### config.mk
export PLATFORM = sky130hd
export DESIGN_NAME = vicRaster
export DESIGN_NICKNAME = d
export VERILOG_FILES = /design/src/hw/vicRasterPkg.sv /design/src/hw/vicRasterCfgIf.sv /design/src/hw/vicRasterXY.sv /design/src/hw/vicRasterIrq.sv /design/src/hw/vicRegs.sv /design/src/hw/vicRaster.sv
export SDC_FILE = /design/constraint.sdc
export NUM_CORES = 1
export LEC_CHECK = 0
export BUFFER_PORTS_ARGS = -buffer_cell sky130_fd_sc_hd__buf_4
export CORE_UTILIZATION = 50
export DETAILED_ROUTE_END_ITERATION = 16
export GPL_TIMING_DRIVEN = 0
export MAX_ROUTING_LAYER = met4
export PLACE_DENSITY_LB_ADDON = 0.1
export SYNTH_ARGS = -nofsm -noshare
export SYNTH_HDL_FRONTEND = slang
export SYNTH_SLANG_ARGS = --single-unit
### constraint.sdc
create_clock -name clk8 -period 2 [get_ports clk8]
set_clock_uncertainty 0.2 [all_clocks]
set_input_delay 0.2 -clock clk8 [delete_from_list [all_inputs] [get_ports clk8]]
set_output_delay 0.2 -clock clk8 [all_outputs]
set_load 0.02 [all_outputs]
### src/hw/vicRasterPkg.sv
package vicRasterPkg;

	// ======================================================================
	// Counter and bus widths
	// ======================================================================

	// The X counters span a full line of pixel clocks
	localparam int xWidth = 11;
	// The Y counters span a full frame of lines
	localparam int yWidth = 9;
	// APB data path width
	localparam int dataWidth = 16;
	// Word address into the register file
	localparam int addrWidth = 3;

	// ======================================================================
	// Raster timing constants
	// ======================================================================

	// Pre-raster position where the visible line begins again
	localparam logic [xWidth-1:0] xStart = 11'h14;
	// Line length minus one after reset
	localparam logic [xWidth-1:0] defXMax = 11'd503;
	// Frame height minus one after reset
	localparam logic [yWidth-1:0] defYMax = 9'd311;

	// Bit position of the enable in ctrl and of the flag in status
	localparam int irqBit = 0;

	// Register map of the APB port
	// Address 7 is left undecoded and answers with an error
	typedef enum logic [addrWidth-1:0] {
		regXMax    = 3'd0,
		regYMax    = 3'd1,
		regIrqLine = 3'd2,
		regCtrl    = 3'd3,
		regStatus  = 3'd4,
		regRasterY = 3'd5,
		regNextY   = 3'd6
	} regAddrE;

endpackage

### src/hw/vicRasterCfgIf.sv
`timescale 1ns/1ps

interface vicRasterCfgIf import vicRasterPkg::*; ();

	// Configuration written by the CPU
	logic [xWidth-1:0] rasterXMax;
	logic [yWidth-1:0] rasterYMax;
	logic [yWidth-1:0] irqLine;
	logic irqEnable;
	// Single cycle pulse from a status write of one
	logic irqClear;

	// Status coming back from the raster blocks
	logic irqStatus;
	logic [yWidth-1:0] rasterY;
	logic [yWidth-1:0] nextRasterY;

	// Register block drives all configuration and reads back status
	modport regs (
		output rasterXMax, rasterYMax, irqLine, irqEnable, irqClear,
		input irqStatus, rasterY, nextRasterY
	);

	// Counter block needs only the limits
	modport counter (input rasterXMax, rasterYMax, output rasterY, nextRasterY);

	// Interrupt block owns the sticky status flag
	modport irq (input irqLine, irqEnable, irqClear, output irqStatus);

endinterface

### src/hw/vicRasterXY.sv
`timescale 1ns/1ps

module vicRasterXY import vicRasterPkg::*; (
	input  logic rst,
	input  logic clk8,
	vicRasterCfgIf.counter cfg,
	output logic [xWidth-1:0] preRasterX,
	output logic [xWidth-1:0] rasterX,
	output logic [yWidth-1:0] preRasterY
);

	// End of the pre-raster line
	logic lineWrap;
	// Pre-raster position where the visible line starts
	logic lineStart;

	assign lineWrap = (preRasterX == cfg.rasterXMax);
	assign lineStart = (preRasterX == xStart);

	// ======================================================================
	// Pre-raster counters
	// ======================================================================

	// Free running pixel position that wraps at the programmed line length
	always_ff @(posedge clk8) begin
		if (rst) begin
			preRasterX <= '0;
		end else if (lineWrap) begin
			preRasterX <= '0;
		end else begin
			preRasterX <= preRasterX + xWidth'(1);
		end
	end

	// Line count steps once per wrap of the X counter
	// A new maximum takes effect at the next comparison
	always_ff @(posedge clk8) begin
		if (rst) begin
			preRasterY <= '0;
		end else if (lineWrap) begin
			if (preRasterY == cfg.rasterYMax) begin
				preRasterY <= '0;
			end else begin
				preRasterY <= preRasterY + yWidth'(1);
			end
		end
	end

	// ======================================================================
	// Visible raster counters
	// ======================================================================

	// Visible X is the pre-raster position shifted by xStart
	always_ff @(posedge clk8) begin
		if (rst) begin
			rasterX <= '0;
		end else if (lineStart) begin
			rasterX <= '0;
		end else begin
			rasterX <= rasterX + xWidth'(1);
		end
	end

	// The visible line is latched at the same point the X count restarts
	always_ff @(posedge clk8) begin
		if (rst) begin
			cfg.rasterY <= '0;
		end else if (lineStart) begin
			cfg.rasterY <= preRasterY;
		end
	end

	// Prediction of the following line, one cycle into the new line
	// It does not fold back at the frame end
	always_ff @(posedge clk8) begin
		if (rst) begin
			cfg.nextRasterY <= '0;
		end else if (rasterX == '0) begin
			cfg.nextRasterY <= cfg.rasterY + yWidth'(1);
		end
	end

endmodule

### src/hw/vicRasterIrq.sv
`timescale 1ns/1ps

module vicRasterIrq import vicRasterPkg::*; (
	input  logic rst,
	input  logic clk8,
	input  logic [xWidth-1:0] preRasterX,
	input  logic [yWidth-1:0] preRasterY,
	vicRasterCfgIf.irq cfg,
	output logic irq
);

	// Programmed line is about to become the visible line
	logic lineMatch;

	// ======================================================================
	// Raster compare
	// ======================================================================

	// Uses the same pre-raster condition that loads rasterY
	// So the status flag sets on the very edge where rasterY takes irqLine
	always_comb begin
		lineMatch = 1'b0;
		if (preRasterX == xStart) begin
			lineMatch = (preRasterY == cfg.irqLine);
		end
	end

	// ======================================================================
	// Sticky status and output
	// ======================================================================

	// Status holds until the CPU clears it
	// A match in the same cycle as a clear keeps the flag set
	always_ff @(posedge clk8) begin
		if (rst) begin
			cfg.irqStatus <= 1'b0;
		end else if (lineMatch) begin
			cfg.irqStatus <= 1'b1;
		end else if (cfg.irqClear) begin
			cfg.irqStatus <= 1'b0;
		end
	end

	// Registered request line
	// Follows status one cycle late and only while the enable is set
	always_ff @(posedge clk8) begin
		if (rst) begin
			irq <= 1'b0;
		end else begin
			irq <= cfg.irqStatus & cfg.irqEnable;
		end
	end

endmodule

### src/hw/vicRegs.sv
`timescale 1ns/1ps

module vicRegs import vicRasterPkg::*; (
	input  logic rst,
	input  logic clk8,
	input  logic pSel,
	input  logic pEnable,
	input  logic pWrite,
	input  logic [addrWidth-1:0] pAddr,
	input  logic [dataWidth-1:0] pWData,
	output logic [dataWidth-1:0] pRData,
	output logic pSlvErr,
	vicRasterCfgIf.regs cfg
);

	// Decoded register address
	regAddrE addrE;
	// Second cycle of an APB transfer
	logic access;
	// Write that completes at the end of this cycle
	logic wrEn;
	// Address falls inside the decoded map
	logic addrValid;

	assign addrE = regAddrE'(pAddr);
	assign access = pSel & pEnable;
	assign wrEn = access & pWrite & addrValid;

	// ======================================================================
	// Address decode and error response
	// ======================================================================

	always_comb begin
		case (addrE)
			regXMax, regYMax, regIrqLine, regCtrl,
			regStatus, regRasterY, regNextY: addrValid = 1'b1;
			default: addrValid = 1'b0;
		endcase
	end

	// The error flag is only meaningful during the access cycle
	assign pSlvErr = access & ~addrValid;

	// Writing one to the status flag clears it at the end of this access
	assign cfg.irqClear = wrEn & (addrE == regStatus) & pWData[irqBit];

	// ======================================================================
	// Register file
	// ======================================================================

	// Write data is cut down to the width of each field
	// Read-only addresses ignore the write apart from the status clear above
	always_ff @(posedge clk8) begin
		if (rst) begin
			cfg.rasterXMax <= defXMax;
			cfg.rasterYMax <= defYMax;
			cfg.irqLine <= '0;
			cfg.irqEnable <= 1'b0;
		end else if (wrEn) begin
			case (addrE)
				regXMax: cfg.rasterXMax <= pWData[xWidth-1:0];
				regYMax: cfg.rasterYMax <= pWData[yWidth-1:0];
				regIrqLine: cfg.irqLine <= pWData[yWidth-1:0];
				regCtrl: cfg.irqEnable <= pWData[irqBit];
				default: ;
			endcase
		end
	end

	// ======================================================================
	// Read multiplexer
	// ======================================================================

	// Purely combinational so data is valid in the access cycle
	// Unused upper bits read as zero
	always_comb begin
		pRData = '0;
		case (addrE)
			regXMax: pRData[xWidth-1:0] = cfg.rasterXMax;
			regYMax: pRData[yWidth-1:0] = cfg.rasterYMax;
			regIrqLine: pRData[yWidth-1:0] = cfg.irqLine;
			regCtrl: pRData[irqBit] = cfg.irqEnable;
			regStatus: pRData[irqBit] = cfg.irqStatus;
			regRasterY: pRData[yWidth-1:0] = cfg.rasterY;
			regNextY: pRData[yWidth-1:0] = cfg.nextRasterY;
			default: pRData = '0;
		endcase
	end

endmodule

### src/hw/vicRaster.sv
`timescale 1ns/1ps

module vicRaster import vicRasterPkg::*; (
	input  logic rst,
	input  logic clk8,
	input  logic pSel,
	input  logic pEnable,
	input  logic pWrite,
	input  logic [addrWidth-1:0] pAddr,
	input  logic [dataWidth-1:0] pWData,
	output logic [dataWidth-1:0] pRData,
	output logic pSlvErr,
	output logic irq,
	output logic [xWidth-1:0] rasterX,
	output logic [yWidth-1:0] rasterY
);

	// Pre-raster position shared by the counter and the compare logic
	logic [xWidth-1:0] preRasterX;
	logic [yWidth-1:0] preRasterY;

	// Configuration and status bundle between the three blocks
	vicRasterCfgIf cfg ();

	// ======================================================================
	// Block instances
	// ======================================================================

	// CPU side register file
	vicRegs uRegs (
		.rst(rst),
		.clk8(clk8),
		.pSel(pSel),
		.pEnable(pEnable),
		.pWrite(pWrite),
		.pAddr(pAddr),
		.pWData(pWData),
		.pRData(pRData),
		.pSlvErr(pSlvErr),
		.cfg(cfg.regs)
	);

	// Beam position counters
	vicRasterXY uXY (
		.rst(rst),
		.clk8(clk8),
		.cfg(cfg.counter),
		.preRasterX(preRasterX),
		.rasterX(rasterX),
		.preRasterY(preRasterY)
	);

	// Raster line interrupt
	vicRasterIrq uIrq (
		.rst(rst),
		.clk8(clk8),
		.preRasterX(preRasterX),
		.preRasterY(preRasterY),
		.cfg(cfg.irq),
		.irq(irq)
	);

	// Visible line is also brought out for the pixel pipeline
	assign rasterY = cfg.rasterY;

endmodule

---- After elaboration in Yosys (flattened, before gate mapping) ----
Cells that the tools add are included.
storage, ports and cells
  bits in registers ....................... 81
  bits of input ports ..................... 24
  output and inout port bits .............. 38
  logic and storage cells ................. 51
operators by class
  add/sub/neg operators ................... 4
  equal/unequal tests ..................... 10
  muxes and demuxes ....................... 8
  bitwise operators ....................... 8
  reductions and logical operators ........ 10
operators with widths
  cell                     count
  $pmux W8 S5              1
  $add A11 B1 Y11 const B  2
  $add A9 B1 Y9 const B    2
  $eq A9 B9 Y1             2
  $eq A11 B11 Y1           1
  $eq A11 B5 Y1 const B    1
  $logic_not A11 Y1        1
  $eq A3 B3 Y1 const B     3
  $mux W9                  1
  $reduce_and A2 Y1        4
  $and A1 B1 Y1            7
  $pmux W1 S7              1
  $reduce_or A7 Y1         1
  $eq A3 B2 Y1 const B     2
  $mux W1                  4
  $reduce_or A2 Y1         2
  $eq A3 B1 Y1 const B     1
  $logic_not A3 Y1         1
  $mux W2                  1
  $reduce_bool A2 Y1       1
  $not A1 Y1               1

---- Depth between registers and ports, before layout ----
Gate-level depths: netlist (run 1).
  word-level depth ........................ 8
  depth in mapped cells ................... 7
  depth with buffers taken out ............ 7

---- Cells and area by module ----
A second synthesis (run 1) with hierarchy kept.
second synthesis, totals
  cell total of the unflattened synthesis .. 477
  area, all modules ....................... 4,396.7 µm²
modules (own cells, without submodules)
  module        instances  cells an instance  area an instance (µm²)  sequential area each (µm²)
  vicRasterXY   1          267                2,461.1                 980.9
  vicRegs       1          190                1,735.4                 600.6
  vicRasterIrq  1          20                 200.2                   40.0

---- Least setup slack after synthesis (run 1) ----
No wires, ideal clock.
  path type ............................... input to output
  from .................................... input pAddr[1]
  to ...................................... output pRData[3]
  arrival ................................. 1.457 ns
  required time ........................... 1.600 ns
  setup slack ............................. 0.143 ns
  stages on the path ...................... 6
  path buffers ............................ 3
  cell sequence ........................... clkbuf_1 nor2b_1 buf_2 clkbuf_1 a22oi_1 a21oi_1
on the way
  word-level cells in the longest chain between the ends .. 2
  elaborated cells on any way between the ends .. 6
  those cells by class .................... eq/ne (4); mux (1); reduce/logical (1)
RTL lines
  item                                  RTL line         RTL
  start, declared                       vicRaster.sv:9   input logic [addrWidth-1:0] pAddr,
  $eq A3 B3 Y1 (tied with other cells)  vicRegs.sv:78    case (addrE)
  $pmux W8 S5 (*)                       vicRegs.sv:78
  end, declared                         vicRaster.sv:11  output logic [dataWidth-1:0] pRData,
Every way passes the cells marked *; elsewhere a longest branch is shown, timed or not.

---- Worst setup path after layout (run 1) ----
  from .................................... register uRegs.cfg.rasterXMax[0]
  to ...................................... output pRData[0]
on the way
  word-level cells in the longest chain between the ends .. 1
RTL lines
  item                    RTL line              RTL
  start, declared         vicRasterCfgIf.sv:20  output rasterXMax, rasterYMax, irqLine, irqEnable, irqClear,
  start signal, assigned  vicRegs.sv:55         cfg.rasterXMax <= defXMax;
  start signal, assigned  vicRegs.sv:61         regXMax: cfg.rasterXMax <= pWData[xWidth-1:0];
  $pmux W1 S7             vicRegs.sv:78
Every way passes these cells.

==> impl_metrics.yaml, run 1 <==
sta:
  layout_setup_ws_ns: -0.00420
  fin_crit_sh_pct: 100
  finalSetupViolations: 1
  drv_slew: 0
  hold_viol: 0
  worst_slew_pin_slew_ns: 0.693
  relSlewSlack_pct: 53.8
  fmax_mhz: 499
  fin_crit_ns: 2.00
  hold_ws_ns: 0.0469
  rsz0062_at_grt: "true"
outcome:
  run_status: "finished, violations left"
  violations: "negative setup slack"
clock_network:
  root_buffer: "clkbuf_8"
  clock_latency_ns: 0.36
  htreeDepth: 3
  cts_tree: "done"
  cts_made_buffers: 9
  clk_path_buf_depth: 2
  clock_sinks: 81
  path_clk_slew_ns: 0.08
critical_path:
  timing_worst_setup_path_type: "flip-flop to output pin"
  end_kind: "output pin"
  arrival_ns: 1.60
  critPathLaunchType: "flip-flop"
  required_ns: 1.60
  reg2reg_slack_ns: 0.03
  cp_max_fo: 3
pwr:
  leakage_nw: 2.02
  peakVddDrop_uv: 450
  p_per_area_mw_per_mm2: 641
final_layout:
  finish.net_count: 563
  diodes: 0
  final_area_mm2: 0.00506
  stdcell_count: 640
  num-fill-cells: 674
  syn2layout_area_growth_pct: 23.7
  layout-drive-gt1-share_pct: 23.4
yosys:
  yosysWarnings: 0
  synth_area_leaders: "dfxtp_1 (40%), mux2i_1 (12%), xnor2_1 (7.1%)"
  syn-cell-area_mm2: 0.00409
  synth.distinct_cells: 40
  synth_top_area_share_pct: 39.7
  ys_seq_area_share_pct: 39.7
  ys_ff_latch: 81
  syn_avg_cell_area_um2: 9.03
  syn_inst: 453
  synth_largest_area_cell: "dfxtp_1"
place:
  dp_worst_setup_slack_ns: -0.170
  routabilityCongestion: 0.900
  portBuffers: 48
  place_area_mm2: 0.00459
  dp.cells: 607
  dp_hpwl_mm: 7.10
floorplan:
  dieArea_mm2: 0.00854
  die_w_um: 92.4
  fp.dieH_um: 92.4
  num_rows: 32
  ios: 62
  fp.coreArea_mm2: 0.00781
  initial_core_util_pct: 52.4
route:
  wl_mm: 9.97
  drc_errors: 0
  route.antenna.remaining_nets: 0
  via_per_inst: 5.30
  vias: 3395
  avgRoutedWirePerCell_um: 15.6
  drtIter0Drc: 165
  firstDrtPassIters: 4
global_routing:
  grt_pass1_wl_mm: 16.2
  grt_pass1_vias: 3149
  grt_max_degree: 14
  grt_usage_pct: 25.3
  overflow: 0
  grt_antenna_before_repair: 0
hold_path:
  hold_class: "primary input to flip-flop"
job:
  cap_viol_max_count: 0
==> Yosys cell counts (all sizes together) <==
cell type  number
a211oi         15
a21oi          11
a221o           4
a22o            4
a22oi           8
and2            4
and3           10
and4            1
and4b           1
buf            23
clkbuf         14
conb            1
dfxtp          81
ha              6
inv             6
mux2            2
mux2i          49
mux4            1
nand2          31
nand3          19
nand4           8
nand4b          1
nor2           73
nor2b           3
nor3            6
nor3b           2
nor4            4
nor4b           1
o21ai           6
o31a            1
o31ai           2
o41ai           1
or3             1
xnor2          35
xor2           18
==> sequential cells by signal (all words and copies together) (netlist names), 9 cells and up <==
name                  count
uRegs.cfg.irqLine         9
uRegs.cfg.rasterXMax     11
uRegs.cfg.rasterYMax      9
uXY.cfg.nextRasterY       9
uXY.cfg.rasterY           9
uXY.preRasterX           11
uXY.preRasterY            9
uXY.rasterX              11
==> stage by stage <==
| stage | utilization, % | TNS (ns) | power (mW) |
|---|---|---|---|
| after floorplan | - | 0 | 1.91 |
| after global placement | 58.8 | -2.52 | 2.02 |
| after detailed placement | 58.8 | -3.38 | 2.03 |
| after CTS | 63.2 | -0.0128 | 3.24 |
| after global routing | 64.8 | -0.117 | 3.35 |
| final | 64.8 | -0.00420 | 3.24 |
==> routing by layer <==
metal	global-route usage, %	part of all wire (%)	vias to the layer above
met5	-	0	-
met2	38.6	47	61
met3	4.02	3.8	8
met1	33.9	48	1609
met4	8.98	1.1	0
li1	-	-	1717
==> where the power goes <==
group	leakage (nW)	total [mW]	internal [mW]	switching (mW)
Sequential	0.657	1.67	1.64	0.0275
Clock	0.0953	1.23	0.607	0.619
Combinational	1.27	0.347	0.153	0.194
==> cell families (layout without fill, tap and decap cells) <==
kind of cell	count (synthesis)	in the layout	synth area share (%)
other	1	5	0.0917
adders and majority gates	6	6	1.84
AOI/OAI and AO/OA	52	52	8.94
and+or+nand+nor	165	165	18.6
xor gates and xnor gates	53	53	11.7
buffers and inverters	43	124	6.03
DFF	81	81	39.7
muxes	52	52	13.1
==> final cells by class <==
cell class,instances,area (um^2),share of cell area [%]
plain buffers,34,230,4.55
clock buffers,11,141,2.79
clock inverters,5,55.1,1.09
inverters,6,22.5,0.445
multi-input cells,333,2300,45.5
flip-flops and latches,81,1640,32.4
well taps,102,128,2.52
repair buffers,68,544,10.8
==> worst paths after layout <==
check | start | end | cells after the start
max | uRegs.cfg.rasterXMax[0]$_SDFFE_PP1P_ | pRData[0] | 3
max reg2reg | uXY.preRasterY[5]$_SDFFE_PP0N_ | uXY.preRasterY[5]$_SDFFE_PP0N_ | 7
min | pAddr[0] | uIrq.cfg.irqStatus$_SDFFE_PP0P_ | 3
min reg2reg | uIrq.cfg.irqStatus$_SDFFE_PP0P_ | uIrq.cfg.irqStatus$_SDFFE_PP0P_ | 2
==> worst max-delay path: stages, from the launching register on <==
cell and delay, ns:
dfxtp_4 0.37, mux4_2 0.46, mux2_2 0.28, buf_6 0.13
==> cell usage in the layout (no fill, tap or decap), drive strengths merged, types with 5 or more instances in the layout <==
| cell | count |
|---|---|
| dfxtp | 81 |
| buf | 76 |
| nor2 | 73 |
| mux2i | 49 |
| xnor2 | 35 |
| nand2 | 31 |
| clkbuf | 25 |
| nand3 | 19 |
| xor2 | 18 |
| a211oi | 15 |
| dlygate4sd3 | 12 |
| a21oi | 11 |
| and3 | 10 |
| a22oi | 8 |
| nand4 | 8 |
| inv | 6 |
| o21ai | 6 |
| ha | 6 |
| nor3 | 6 |
| conb | 5 |
==> what timing repair did <==
item                       CTS  global route
hold endpoints to repair    31             0
hold buffers                12             0
pin swaps                    1             2
gates resized for setup     10            27
setup endpoints to repair   46            60
setup buffers                1             7
Power figures use the tool's default switching activity.
==> run 2, diff against run 1 <==
CORE_UTILIZATION = 51   (was 50)
clock period = 2.5 ns   (was 2 ns; I/O delays follow)
==> run 2 against run 1 <==
  * The flow now finishes without violations
  * Non-clock buffer count fell by 7
  * Die area fell by 1.9%
  * Clock-buffer cell count fell by 1
  * Via count rose by 0.41%
  * Power fell by 18%
  * Global-route usage rose by 0.49 points
  * Utilization fell by 1.1 points
  * Final cell count fell by 1.1%
  * Critical path depth rose by 4
  * Sequential power fell by 20%
  * Flip-flop and latch count did not move
  * Highest routed layer unchanged
==> impl_metrics.yaml, run 2 (same netlist as run 1, synthesis figures left out) <==
critical_path:
  r2r-start: "uXY.preRasterX[0]$_SDFF_PP0_"
  reg2reg_slack_ns: 0.34
  arrival_ns: 1.88
  timing_worst_setup_path_type: "primary input to output pin"
  cp_max_fo: 10
  critPathCapture: "pRData[4]"
  rr_worst_depth: 7
  required_ns: 2.05
  r2r-end: "uXY.rasterX[10]$_SDFF_PP0_"
  cp-startpoint: "pAddr[1]"
  critPathLaunchType: "primary input"
  cpMaxStageDelayCell: "a211oi_1"
  end_kind: "output pin"
  max_stage_delay_ns: 0.39
  crit_chain: "clkbuf_1 -> buf_2 -> mux2i_1 -> nor2_1 -> a211oi_1 -> a21oi_1 -> buf_4"
pwr:
  p_sw_share_pct: 25.1
  switchingPower_mw: 0.671
  p_per_area_mw_per_mm2: 542
  design_power_total_mw: 2.67
  leakage_nw: 1.96
  peakVddDrop_uv: 313
  p_seq_share_pct: 50.1
  power_frac_comb_pct: 10.0
  intPower_mw: 2.00
  p_clk_share_pct: 39.9
place:
  portBuffers: 48
  dp_hpwl_mm: 7.24
  dp_worst_setup_slack_ns: 0.212
  routabilityCongestion: 0.894
route:
  firstDrtPassIters: 5
  route.antenna.remaining_nets: 0
  drtIter0Drc: 183
  avgRoutedWirePerCell_um: 15.5
  drc_errors: 0
  wl_mm: 9.83
  via_per_inst: 5.39
  vias: 3409
sta:
  worst_slew_pin_slew_ns: 0.593
  layout_setup_ws_ns: 0.173
  rsz0062_at_grt: "false"
  relSlewSlack_pct: 60.5
  drv_slew: 0
  setup_tns_ns: 0
  hold_ws_ns: 0.0598
  fmax_mhz: 430
  fin_crit_sh_pct: 93.1
  fin_crit_ns: 2.33
  hold_viol: 0
  finalSetupViolations: 0
final_layout:
  layout-drive-gt1-share_pct: 18.1
  fin_util_pct: 63.6
  diodes: 0
  syn2layout_area_growth_pct: 20.3
  reg_top3: "uRegs.cfg.rasterXMax x11, uXY.preRasterX x11, uXY.rasterX x11"
  final_common_cell: "dfxtp_1"
  finish.net_count: 556
  final_cell_mix: "dfxtp_1 (81), nor2_1 (73), buf_4 (53)"
clock_network:
  post_cts_buffers: 0
  clock_latency_ns: 0.36
  path_clk_slew_ns: 0.09
  root_buffer: "clkbuf_8"
  cts_made_buffers: 9
  clock_sinks: 81
  clk_path_buf_depth: 2
  htreeDepth: 3
  cts_tree: "done"
  cts_resized: 0
global_routing:
  grt_antenna_before_repair: 0
  grt_max_degree: 15
  grt_pass1_vias: 3241
  grt_pass1_wl_mm: 16.3
  grt_usage_pct: 25.8
  overflow: 0
floorplan:
  num_rows: 32
  fp.dieH_um: 91.5
  fp.coreArea_mm2: 0.00773
  ios: 62
  initial_core_util_pct: 52.9
  die_w_um: 91.5
  dieArea_mm2: 0.00838
outcome:
  run_status: "finished, final reports clean"
hold_path:
  min_path_cells: 4
  hold_class: "primary input to flip-flop"
job:
  cap_viol_max_count: 0
==> run 2: power groups by stage <==
stage          clock, mW  sequential [mW]  combinational, mW
2_1_floorplan          0             1.37              0.162
3_3_place_gp           0             1.37              0.248
3_5_place_dp           0             1.37              0.253
4_1_cts             1.08             1.34              0.267
5_1_grt             1.15             1.34              0.295
6_report            1.06             1.34              0.266
==> run 2: what timing repair did <==
action	4_1_cts	5_1_grt
endpoints found under the hold margin	29	0
setup endpoints to repair	0	1
hold buffers	11	0
==> run 2: worst min-delay path by stage <==
stage	startpoint	end	slack, ns
2_1_floorplan	pWData[0]	uRegs.cfg.rasterYMax[0]$_SDFFE_PP1P_	0.18
3_3_place_gp	uXY.rasterX[0]$_SDFF_PP0_	uXY.rasterX[0]$_SDFF_PP0_	0.26
3_5_place_dp	uXY.rasterX[0]$_SDFF_PP0_	uXY.rasterX[0]$_SDFF_PP0_	0.27
4_1_cts	pWrite	uIrq.cfg.irqStatus$_SDFFE_PP0P_	0.03
5_1_grt	pWrite	uIrq.cfg.irqStatus$_SDFFE_PP0P_	0.07
6_report	pWrite	uIrq.cfg.irqStatus$_SDFFE_PP0P_	0.06
==> run 2: metal layers <==
layer,GRT usage (%),share of wire [%],vias up
met4,7.54,1.2,0
met2,40.1,46,102
met1,33.7,47,1594
li1,-,-,1699
met5,-,0,-
met3,5.36,4.9,14
==> run 2: final cells by class <==
| type | instances | area [um^2] |
|---|---|---|
| Timing Repair Buffer | 59 | 470 |
| Clock inverter | 6 | 92.6 |
| Multi-Input combinational cell | 333 | 2240 |
| Buffer | 36 | 220 |
| Clock buffer | 10 | 128 |
| Sequential cell | 81 | 1620 |
| Fill cell | 667 | 2810 |
| Tap cell | 102 | 128 |
| Inverter | 6 | 22.5 |
==> run 2: metrics by stage <==
| stage | cell area (um^2) | cells |
|---|---|---|
| after global routing | 4920 | 633 |
| after floorplan | 4100 | 457 |
| after global placement | 4590 | 607 |
| after CTS | 4920 | 634 |
| after detailed placement | 4590 | 607 |
| final | 4920 | 633 |
==> run 2: worst max-delay path, delay by kind of cell <==
family | cells | cell delay (ns)
mux | 1 | 0.23
buf+inv | 3 | 0.87
compound gates | 2 | 0.47
simple gates | 1 | 0.06
